===== src/hw/icache_bus_pkg.sv =====
package icache_bus_pkg;

    // Register side, 12-bit offsets
    typedef struct packed {
        logic        psel;
        logic        penable;
        logic        pwrite;
        logic [11:0] paddr;
        logic [31:0] pwdata;
    } apb_req_t;

    // Memory side, full byte address
    typedef struct packed {
        logic        psel;
        logic        penable;
        logic        pwrite;
        logic [31:0] paddr;
        logic [31:0] pwdata;
    } apb_mem_req_t;

    typedef struct packed {
        logic        pready;
        logic        pslverr;
        logic [31:0] prdata;
    } apb_rsp_t;

    localparam logic [11:0] CSR_CTRL   = 12'h000;  // Enable and flush
    localparam logic [11:0] CSR_HITS   = 12'h004;
    localparam logic [11:0] CSR_MISSES = 12'h008;

    localparam int CTRL_EN_BIT    = 0;
    localparam int CTRL_FLUSH_BIT = 1;  // Write 1 to start, reads as 0

endpackage


===== src/hw/icache_csr.sv =====
`timescale 1ns/1ps

module icache_csr (
    input  logic                      clk,
    input  logic                      rst_n,
    input  icache_bus_pkg::apb_req_t  csr_req,
    output icache_bus_pkg::apb_rsp_t  csr_rsp,
    input  logic                      hit_evt,
    input  logic                      miss_evt,
    output logic                      enable,
    output logic                      flush
);

    logic        wr_en;
    logic        wr_ctrl;
    logic        wr_hits;
    logic        wr_misses;
    logic [31:0] hits_q;
    logic [31:0] misses_q;
    logic [31:0] rdata;

    assign wr_en     = csr_req.psel && csr_req.penable && csr_req.pwrite;  // Access phase
    assign wr_ctrl   = wr_en && (csr_req.paddr == icache_bus_pkg::CSR_CTRL);
    assign wr_hits   = wr_en && (csr_req.paddr == icache_bus_pkg::CSR_HITS);
    assign wr_misses = wr_en && (csr_req.paddr == icache_bus_pkg::CSR_MISSES);

    always_ff @(posedge clk) begin
        if (!rst_n) begin
            enable   <= 1'b0;
            flush    <= 1'b0;
            hits_q   <= '0;
            misses_q <= '0;
        end else begin
            flush <= wr_ctrl && csr_req.pwdata[icache_bus_pkg::CTRL_FLUSH_BIT];  // Single pulse
            if (wr_ctrl) begin
                enable <= csr_req.pwdata[icache_bus_pkg::CTRL_EN_BIT];
            end
            // Any write clears, wraps on overflow
            if (wr_hits) begin
                hits_q <= '0;
            end else if (hit_evt) begin
                hits_q <= hits_q + 1'b1;
            end
            if (wr_misses) begin
                misses_q <= '0;
            end else if (miss_evt) begin
                misses_q <= misses_q + 1'b1;
            end
        end
    end

    always_comb begin
        case (csr_req.paddr)
            icache_bus_pkg::CSR_CTRL:   rdata = {31'd0, enable};
            icache_bus_pkg::CSR_HITS:   rdata = hits_q;
            icache_bus_pkg::CSR_MISSES: rdata = misses_q;
            default:                    rdata = '0;   // Unmapped reads as zero
        endcase
    end

    assign csr_rsp.pready  = 1'b1;                    // No wait states
    assign csr_rsp.pslverr = 1'b0;
    assign csr_rsp.prdata  = (csr_req.psel && !csr_req.pwrite) ? rdata : '0;

endmodule


===== config.mk =====
export PLATFORM = sky130hd
export DESIGN_NAME = icache_csr
export DESIGN_NICKNAME = d
export VERILOG_FILES = /design/src/hw/icache_bus_pkg.sv /design/src/hw/icache_csr.sv
export SDC_FILE = /design/constraint.sdc
export NUM_CORES = 1
export LEC_CHECK = 0
export ABC_AREA = 1
export ABC_CLOCK_PERIOD_IN_PS = 1800
export BUFFER_PORTS_ARGS = -buffer_cell sky130_fd_sc_hd__clkbuf_2
export CORE_MARGIN = 2
export CORE_UTILIZATION = 48
export CTS_CLUSTER_DIAMETER = 120
export DETAILED_ROUTE_END_ITERATION = 8
export PLACE_DENSITY = 0.71
export SETUP_SLACK_MARGIN = 0.02
export SYNTH_ARGS = -nofsm -noshare
export SYNTH_HDL_FRONTEND = slang
export SYNTH_SLANG_ARGS = --single-unit
export TNS_END_PERCENT = 50

===== constraint.sdc =====
create_clock -name clk -period 1.8 [get_ports clk]
set_input_delay 0.18 -clock clk [delete_from_list [all_inputs] [get_ports clk]]
set_output_delay 0.18 -clock clk [all_outputs]
set_load 0.02 [all_outputs]

==> reports/qor.yml <==
place:
  gp_congestion: 0.918
  port_buffers: 54
  dp_cells: 871
  hpwl_mm: 9.00
global_route:
  top_usage_layer: "met2"
  grt_pass1_vias: 4263
  antenna_found_initial: 0
  grt-ovfl-total: 0
  grt_start_max_net_pins: 32
  use_met3_pct: 5.13
  grtUsageTotal_pct: 24.1
  grtUsageMet2_pct: 44.2
  met1_usage_pct: 28.7
  grt_pass1_wl_mm: 19.3
route:
  wl_per_cell_um: 13.1
  ant_nets: 0
  num_vias: 4499
  wirelength_mm: 11.6
  vias_per_cell: 5.07
  drc: 0
  drt-initial-drc-count: 191
  drtPass1Iterations: 5
floorplan:
  pin_count: 87
  coreArea_um2: 8760
  die-area_um2: 9890
  die_x_um: 99.5
  die_height_um: 99.5
  start_util_pct: 49.9
  core.rowCount: 34
timing:
  fin_crit_ps: 1700
  period_share_pct: 94.5
  fin_hold_ws_ps: 32.2
  slew_violations: 0
  setup_viol: 0
  finalClockSkew_ps: 9.68
  hold_violations: 0
  clock.fmax_ghz: 0.588
  finalSetupTns_ps: 0
  rsz0062_at_grt: "yes"
worst_setup_path:
  cp-end-kind: "output port"
  cp_max_fo: 15
  critical_path.max_stage_delay_ps: 250
  crit_slowest_cell: "and2_2"
  rrSetupSlack_ps: 220
  cp-start-kind: "input pin"
  cp_data_required_time_ps: 1620
  worstPathArrival_ps: 1520
  critical_path_class: "in -> out"
  worstPathCellList: "clkbuf_2 > nor2_1 > inv_1 > nor2_1 > and2_2 > clkbuf_16 > nand2_2 > a21oi_2 > clkbuf_2"
layout:
  layout-drive-gt1-share_pct: 19.2
  final_cells: 888
  area_delta_synth_final_pct: 14.9
  finish.utilization_pct: 57.3
  antennaDiodeCount: 0
  num-nets-final: 829
run_status:
  status: "complete, no violations"
clock_network:
  cts_tree: "built"
  cts_hold_buf: 0
  cts_max_path_buffers: 2
  cts_root_buf: "clkbuf_8"
  cts-buffers-inserted: 9
  clkTransAtPathRegs_ps: 60
  worstSkewPairLatency_ps: 350
  cts.sinks: 66
  htree_num_levels: 3
synth:
  ys_warn_count: 0
  syn-cell-area_um2: 4370
  ys_seq_area_share_pct: 30.2
  synthTopCellsByArea: "dfxtp_1 30%, nand2_1 19%, nor2_1 13%"
  async_reset_ff_share_pct: 0
  avgSynthCellArea_um2: 6.10
  syn_nets: 770
  ys_ff_latch: 66
  yosysTopAreaCellShare_pct: 30.2
  synthFlopType: "dfxtp_1"
  synth-edff-count: 0
  synthCells: 717
  yosysUniqueCellTypes: 29
  yosys.area.top_type: "dfxtp_1"
pwr:
  ir_worst_vdd_uv: 533
  power_leakage_nw: 1.86
  powerDensity_nw_per_um2: 599
  power.total_mw: 3.01
hold_path:
  hold_class: "in -> reg"
run:
  maxCapViolCount: 0
[cells in the final DEF (no fill, tap or decap), drive strengths merged, types with 3 or more instances in the layout]
| cell | count |
|---|---|
| inv | 67 |
| nor3 | 7 |
| nand4 | 15 |
| or2 | 3 |
| xor2 | 5 |
| clkbuf | 61 |
| nand2 | 236 |
| xnor2 | 10 |
| nor2 | 160 |
| nand3 | 59 |
| a21oi | 51 |
| dfxtp | 66 |
| o21ai | 6 |
| buf | 20 |
[report_power, final]
part / switching (mW) / leakage [nW] / internal [mW] / total, mW
sequential: 0.00488 / 0.532 / 1.47 / 1.47
combinational: 0.0831 / 1.22 / 0.0492 / 0.132
clock: 0.555 / 0.110 / 0.850 / 1.40
[logic make-up after synthesis]
logic type	after synthesis	synth area share, %
AO/OA/AOI/OAI	60	9.61
flip-flops	66	30.2
adder cells (fa/ha/maj)	2	0.572
buffers and inverters	87	9.18
AND/OR/NAND/NOR	485	47.3
XOR/XNOR	15	3.00
other	2	0.172
[area by class of cell]
| class | instances | area (µm²) |
|---|---|---|
| inverter | 67 | 251 |
| multi-input combinational | 564 | 2660 |
| timing repair buffer | 68 | 443 |
| clock inverter | 2 | 60.1 |
| sequential | 66 | 1320 |
| clock buffer | 13 | 159 |
| fill | 878 | 3740 |
| tap | 108 | 135 |
[per-stage QoR]
stage	worst slack [ps]	cell area, µm²
after floorplan	306	4370
after global placement	127	4770
after detailed placement	73.5	4770
after CTS	71.1	4990
after global routing	6.81	5020
final	99.8	5020
[sequential cells by signal, summed over array words and instances, names as in the netlist]
signal / cells
hits_q: 32
misses_q: 32
enable: 1
flush: 1
[synth_stat cells (2+ instances only)]
| master | n |
|---|---|
| xnor2_1 | 10 |
| o21ai_0 | 6 |
| dfxtp_1 | 66 |
| nor3b_1 | 2 |
| a21oi_2 | 30 |
| nand2_2 | 20 |
| conb_1 | 2 |
| nor2_1 | 149 |
| nand2_1 | 216 |
| buf_6 | 2 |
| nand4_1 | 15 |
| nand3_1 | 58 |
| inv_2 | 2 |
| a21oi_1 | 21 |
| nor2_2 | 7 |
| buf_8 | 2 |
| and2_1 | 2 |
| nor2_4 | 4 |
| ha_1 | 2 |
| nor3_1 | 7 |
| buf_2 | 9 |
| xor2_1 | 5 |
| or2_2 | 3 |
| buf_4 | 7 |
| o21bai_1 | 2 |
| inv_1 | 65 |
[final timing paths]
check	start	end	cells after the start
worst max-delay path	csr_req[33]	csr_rsp[9]	9
worst max register to register	misses_q[8]	misses_q[20]	8
worst min-delay path	csr_req[1]	flush	3
worst min register to register	hits_q[31]	hits_q[31]	3
[worst max-delay path, delay by kind of cell]
kind / cells / cell delay [ps]
AOI/OAI and AO/OA: 1 / 160
buffers and inverters: 4 / 550
and+or+nand+nor: 4 / 640
[per-layer routing]
| layer | up-vias | share of wire [%] |
|---|---|---|
| met5 | - | 0 |
| met4 | 0 | 1.3 |
| li1 | 2355 | - |
| met3 | 11 | 4.2 |
| met2 | 83 | 52 |
| met1 | 2050 | 43 |
[timing repair]
| action | CTS | global route |
|---|---|---|
| setup endpoints to repair | 0 | 20 |
| hold endpoints to repair | 0 | 0 |
| gates resized for setup | 0 | 9 |
| buffers inserted | 0 | 1 |
Power figures use the tool's default switching activity.
