File: src/hw/icache_cfg_pkg.sv
package icache_cfg_pkg;

    localparam int ADDR_W   = 32;                     // Fetch address width
    localparam int DATA_W   = 32;                     // One instruction per line
    localparam int SET_BITS = 6;
    localparam int NUM_SETS = 1 << SET_BITS;          // 64 sets
    localparam int TAG_BITS = ADDR_W - SET_BITS - 2;  // 24 bits above set and byte offset

    // Address split as seen by the tag compare
    typedef struct packed {
        logic [TAG_BITS-1:0] tag;
        logic [SET_BITS-1:0] set_idx;
        logic [1:0]          offset;     // Byte offset, always zero for word fetches
    } addr_fields_t;

    // Same word, raw for the memory bus, split for the lookup
    typedef union packed {
        logic [ADDR_W-1:0] raw;
        addr_fields_t      f;
    } icache_addr_u;

    typedef struct packed {
        logic         valid;
        icache_addr_u addr;
    } fetch_req_t;

    typedef struct packed {
        logic              valid;    // One-cycle pulse
        logic              hit;
        logic [DATA_W-1:0] instr;
    } fetch_rsp_t;

endpackage

File: src/hw/icache_bus_pkg.sv
package icache_bus_pkg;

    // Register side, 12-bit offsets
    typedef struct packed {
        logic        psel;
        logic        penable;
        logic        pwrite;
        logic [11:0] paddr;
        logic [31:0] pwdata;
    } apb_req_t;

    // Memory side, full byte address
    typedef struct packed {
        logic        psel;
        logic        penable;
        logic        pwrite;
        logic [31:0] paddr;
        logic [31:0] pwdata;
    } apb_mem_req_t;

    typedef struct packed {
        logic        pready;
        logic        pslverr;
        logic [31:0] prdata;
    } apb_rsp_t;

    localparam logic [11:0] CSR_CTRL   = 12'h000;  // Enable and flush
    localparam logic [11:0] CSR_HITS   = 12'h004;
    localparam logic [11:0] CSR_MISSES = 12'h008;

    localparam int CTRL_EN_BIT    = 0;
    localparam int CTRL_FLUSH_BIT = 1;  // Write 1 to start, reads as 0

endpackage

File: src/hw/icache_refill.sv
`timescale 1ns/1ps

module icache_refill #(
    parameter int NUM_WAYS = 4
) (
    input  logic                                 clk,
    input  logic                                 rst_n,
    input  icache_cfg_pkg::fetch_req_t           fetch_req,
    output logic                                 req_ready,
    output icache_cfg_pkg::fetch_rsp_t           fetch_rsp,
    output icache_bus_pkg::apb_mem_req_t         mem_req,
    input  icache_bus_pkg::apb_rsp_t             mem_rsp,
    input  logic                                 enable,
    input  logic                                 flush,
    output logic [icache_cfg_pkg::SET_BITS-1:0]  lk_index,     // To lookup
    output logic [icache_cfg_pkg::TAG_BITS-1:0]  lk_tag,
    output logic                                 fill,
    output logic [$clog2(NUM_WAYS)-1:0]          fill_way,
    output logic [icache_cfg_pkg::DATA_W-1:0]    fill_instr,
    output logic                                 inval,
    output logic [icache_cfg_pkg::SET_BITS-1:0]  inval_index,
    output logic                                 lru_access,   // To age counters
    output logic [icache_cfg_pkg::SET_BITS-1:0]  lru_set,
    output logic [$clog2(NUM_WAYS)-1:0]          lru_way,
    output logic                                 lru_clear,
    input  logic                                 hit,
    input  logic [$clog2(NUM_WAYS)-1:0]          hit_way,
    input  logic [icache_cfg_pkg::DATA_W-1:0]    hit_instr,
    input  logic [$clog2(NUM_WAYS)-1:0]          victim_way,
    output logic                                 hit_evt,
    output logic                                 miss_evt
);

    typedef enum logic [2:0] {
        IDLE,
        LOOKUP,   // Arrays read with the registered address
        SETUP,    // APB setup phase
        ACCESS,   // APB access phase, held through wait states
        FLUSH     // One set invalidated per cycle
    } state_t;

    state_t                               state;
    icache_cfg_pkg::icache_addr_u         addr_q;
    logic [icache_cfg_pkg::SET_BITS-1:0]  flush_idx;
    logic                                 flush_pend;  // Flush waits for the fetch in flight
    logic                                 do_fill;     // Enable as seen at lookup
    logic                                 rsp_valid;
    logic                                 rsp_hit;
    logic [icache_cfg_pkg::DATA_W-1:0]    rsp_instr;
    logic                                 accept;
    logic                                 mem_done;

    assign req_ready = (state == IDLE) && !flush_pend;
    assign accept    = fetch_req.valid && req_ready;
    assign mem_done  = (state == ACCESS) && mem_rsp.pready;

    always_ff @(posedge clk) begin
        if (!rst_n) begin
            state      <= FLUSH;    // Valid bits cleared by a full flush after reset
            flush_idx  <= '0;
            flush_pend <= 1'b0;
            do_fill    <= 1'b0;
            rsp_valid  <= 1'b0;
            rsp_hit    <= 1'b0;
        end else begin
            rsp_valid <= 1'b0;
            if (flush) begin
                flush_pend <= 1'b1;
            end else if (state == IDLE) begin
                flush_pend <= 1'b0;
            end
            case (state)
                IDLE: begin
                    if (flush_pend) begin
                        state <= FLUSH;
                    end else if (accept) begin
                        state <= LOOKUP;
                    end
                end
                LOOKUP: begin
                    do_fill <= enable;
                    if (enable && hit) begin
                        rsp_valid <= 1'b1;
                        rsp_hit   <= 1'b1;
                        state     <= IDLE;
                    end else begin
                        state <= SETUP;          // Disabled cache always goes to memory
                    end
                end
                SETUP: state <= ACCESS;
                ACCESS: begin
                    if (mem_rsp.pready) begin
                        rsp_valid <= 1'b1;
                        rsp_hit   <= 1'b0;
                        state     <= IDLE;
                    end
                end
                FLUSH: begin
                    flush_idx <= flush_idx + 1'b1;   // Wraps back to zero at the end
                    if (flush_idx == '1) begin
                        state <= IDLE;
                    end
                end
                default: state <= IDLE;
            endcase
        end
    end

    // Address and returned word
    always_ff @(posedge clk) begin
        if (accept) begin
            addr_q <= fetch_req.addr;
        end
        if (state == LOOKUP) begin
            rsp_instr <= hit_instr;
        end else if (mem_done) begin
            rsp_instr <= mem_rsp.prdata;           // PSLVERR ignored
        end
    end

    assign fetch_rsp.valid = rsp_valid;
    assign fetch_rsp.hit   = rsp_hit;
    assign fetch_rsp.instr = rsp_instr;

    assign mem_req.psel    = (state == SETUP) || (state == ACCESS);
    assign mem_req.penable = (state == ACCESS);
    assign mem_req.pwrite  = 1'b0;                 // Read only
    assign mem_req.paddr   = addr_q.raw;
    assign mem_req.pwdata  = '0;

    assign lk_index    = addr_q.f.set_idx;
    assign lk_tag      = addr_q.f.tag;
    assign fill        = mem_done && do_fill;      // Same edge as the response
    assign fill_way    = victim_way;
    assign fill_instr  = mem_rsp.prdata;
    assign inval       = (state == FLUSH);
    assign inval_index = flush_idx;

    assign hit_evt  = (state == LOOKUP) && enable && hit;
    assign miss_evt = (state == LOOKUP) && enable && !hit;

    // Age update on a counted hit or on the fill
    assign lru_access = hit_evt || fill;
    assign lru_way    = fill ? victim_way : hit_way;
    assign lru_clear  = (state == FLUSH);
    assign lru_set    = (state == FLUSH) ? flush_idx : addr_q.f.set_idx;

endmodule

File: config.mk
export PLATFORM = sky130hd
export DESIGN_NAME = icache_refill
export DESIGN_NICKNAME = d
export VERILOG_FILES = /design/src/hw/icache_cfg_pkg.sv /design/src/hw/icache_bus_pkg.sv /design/src/hw/icache_refill.sv
export SDC_FILE = /design/constraint.sdc
export NUM_CORES = 1
export LEC_CHECK = 0
export BUFFER_PORTS_ARGS = -buffer_cell sky130_fd_sc_hd__buf_2
export CORE_AREA = 2 2 113 115
export DETAILED_ROUTE_END_ITERATION = 10
export DIE_AREA = 0 0 115 117
export PLACE_DENSITY = 0.68
export SLEW_MARGIN = 20
export SYNTH_ARGS = -nofsm -noshare
export SYNTH_HDL_FRONTEND = slang
export SYNTH_SLANG_ARGS = --single-unit
File: constraint.sdc
create_clock -name clk -period 3.3 [get_ports clk]
set_clock_uncertainty 0.15 [all_clocks]
set_input_delay 0.495 -clock clk [delete_from_list [all_inputs] [get_ports clk]]
set_output_delay 0.495 -clock clk [all_outputs]
set_load 0.005 [all_outputs]
==> run summary <==
Clock Power Share - 42.5%
DR vias - 2709
total power - 2.10 mW
number of global-route vias before repair - 2623
Die Span Y - 117 um
Post-CTS Setup Bufs - 0
clk root buf - clkbuf_16
NumNets Final - 592
Critical Path AT - 1.95 ns
register share of total power - 50.4%
Final Hold Fails - 0
Placement Setup Slack - 1.02 ns
Synth area leaders - edfxtp_1 51%, buf_4 20%, mux2_2 12%
Final Setup Violations - 0
pwr/cell area - 429 mW/mm^2
commonest cells in the synthesized netlist - 100 x buf_4, 64 x edfxtp_1, 40 x mux2_2
Achievable Freq - 386 MHz
Slew Limit Fails - 0
area leader, netlist - edfxtp_1
largest net degree at the start of global routing - 36
sw frac - 21.8%
post-synth cell types - 32
Crit Path Category - reg2out
Ys Warns - 0
Cell Area, Placed - 0.00464 sq mm
Cell Rows - 41
RSZ-0062 raised after global routing - no
switching pwr - 0.459 mW
Remaining Overflow, GRT - 0
Detailed Place HPWL - 7830 um
maximum fanout along the worst path - 35
Post-CTS Hold Buffers - 0
Final WS setup - 0.708 ns
Post-synth EDFFs - 64
status - complete, no violations
initial drt markers - 83
fill count - 1204
HP Class - in2reg
CP endpoint kind - output pin
Leakage - 2.31 nW
layout cells sized above 1 - 66.0%
TNS Setup - 0 ns
Async SR Flop Fraction - 0%
CTS tree - done
GPL Wtd Cong - 0.751
drc violations - 0
post-synth design cell area - 0.00379 sq mm
initial antenna violation count - 1
Num Clock Sinks - 77
Port Buffer Count - 259
post-synthesis sequential area ratio - 57.6%
P&R area growth vs syn - 29.6%
GRT Total Usage - 13.6%
Mapped Cells - 285
Post-DRT Antenna Nets - 0
Post-synth top flop - edfxtp_1
Gate power share - 7.0%
syn avg cell area - 13.3 sq um
P_int - 1.65 mW
Max Cap Viol - 0
first-pass GRT wire length - 13500 um
Initial Util - 30.8%
final instance area - 0.00491 sq mm
IO Count - 294
routed len/inst - 15.3 um
Clock Pin Slew Worst Setup and Hold Paths - 0.06 ns
worst skew pair latency - 0.33 ns
Final min period - 2.59 ns
Resized cells post-CTS - 0
vias per cell - 4.24
DRT Pass-1 Iters - 4
final core utilization - 39.9%
most used standard cell by instance count after synthesis - buf_4
WL final - 9750 um
Num CTS Buffers - 9
synthesized flop and latch total - 77
fin crit share - 78.6%
placeable core area - 0.0123 sq mm
CTS Buffer Depth - 2
worst IR drop on VDD - 0.195 mV
top cell type's share of synthesized area - 50.7%
startpoint types - flop
Die ar. - 0.0135 sq mm
CP Data Required Time - 2.65 ns
Die X - 115 um
H-tree levels - 3
==> power groups by stage <==
stage	clock network, mW	registers (mW)	logic, mW
after floorplan	0	1.08	0.102
after CTS	0.935	1.06	0.149
after detailed placement	0	1.08	0.148
after global placement	0	1.08	0.144
final	0.895	1.06	0.148
after global routing	0.959	1.06	0.166
==> cells in the final DEF, fill, tap and decap left out, types with 2 or more instances in the layout <==
cell type | netlist | layout
nand2b_1 | 3 | 3
mux2_2 | 40 | 40
nand3_1 | 4 | 4
nor3_1 | 2 | 2
clkinv_2 | 0 | 2
buf_4 | 100 | 4
nor2_1 | 7 | 7
o31ai_1 | 2 | 2
inv_1 | 5 | 5
nand2_1 | 9 | 9
nand4_1 | 3 | 3
clkinvlp_4 | 0 | 4
buf_2 | 6 | 259
mux2i_1 | 4 | 4
dfxtp_1 | 13 | 13
xnor2_1 | 2 | 2
clkbuf_16 | 0 | 9
edfxtp_1 | 64 | 64
conb_1 | 1 | 33
a21oi_1 | 5 | 5
==> sequential cells by signal, summed over array words and instances (netlist names) <==
| name | count |
|---|---|
| flush_pend | 1 |
| inval_index | 6 |
| state | 3 |
| rsp_valid | 1 |
| do_fill | 1 |
| rsp_hit | 1 |
| addr_q | 32 |
| rsp_instr | 32 |
==> critical path, cell delays in order (launching register included) <==
cell	delay, ns
dfxtp_1	0.51
nor3b_4	0.27
buf_4	0.41
nand3_1	0.19
inv_1	0.11
buf_2	0.11
==> logic make-up (layout without fill, tap and decap cells) <==
group | Yosys count | after routing | share of synthesized area [%]
muxes | 44 | 44 | 13.0
adders and majority gates | 1 | 1 | 0.330
xor gates and xnor gates | 2 | 2 | 0.463
and+or+nand+nor | 38 | 38 | 5.55
other | 1 | 34 | 0.0990
DFF | 77 | 77 | 57.6
AOI/OAI and AO/OA | 9 | 9 | 1.45
buffers and inverters | 113 | 284 | 21.5
==> path summary, 6_finish.rpt <==
kind	slack (ns)	depth (start not counted)	end	start
worst max-delay path	0.71	5	hit_evt	state[0]$_SDFFE_PN0P_
worst min-delay path	0.18	1	addr_q[22]$_DFFE_PP_	fetch_req[22]
worst max register to register	1.03	4	rsp_instr[8]$_DFFE_PP_	state[0]$_SDFFE_PN0P_
worst min register to register	0.36	2	do_fill$_SDFFE_PN0P_	do_fill$_SDFFE_PN0P_
==> final cells by class <==
type | count | area, sq um | area share, %
flip-flops and latches | 77 | 2180 | 44.5
repair buffers | 263 | 1330 | 27.0
multi-input cells | 127 | 921 | 18.8
clock buffers | 10 | 229 | 4.67
well taps | 150 | 188 | 3.82
clock inverters | 6 | 40.0 | 0.816
inverters | 5 | 18.8 | 0.382
diodes | 1 | 2.50 | 0.0510
==> layer usage <==
metal | vias up | part of all wire (%) | global-route usage, %
li1 | 1262 | - | -
met4 | 0 | 1.8 | 6.35
met1 | 1255 | 37 | 14.5
met2 | 179 | 49 | 22.7
met3 | 13 | 12 | 6.95
met5 | - | 0 | 0
==> metrics by stage <==
| step | hold WS [ns] | cells |
|---|---|---|
| final | 0.180 | 639 |
| after global routing | 0.165 | 638 |
| after CTS | 0.158 | 638 |
| after detailed placement | 0.347 | 622 |
| after global placement | 0.328 | 622 |
| after floorplan | 0.310 | 317 |
(Power assumes the default switching activity.)
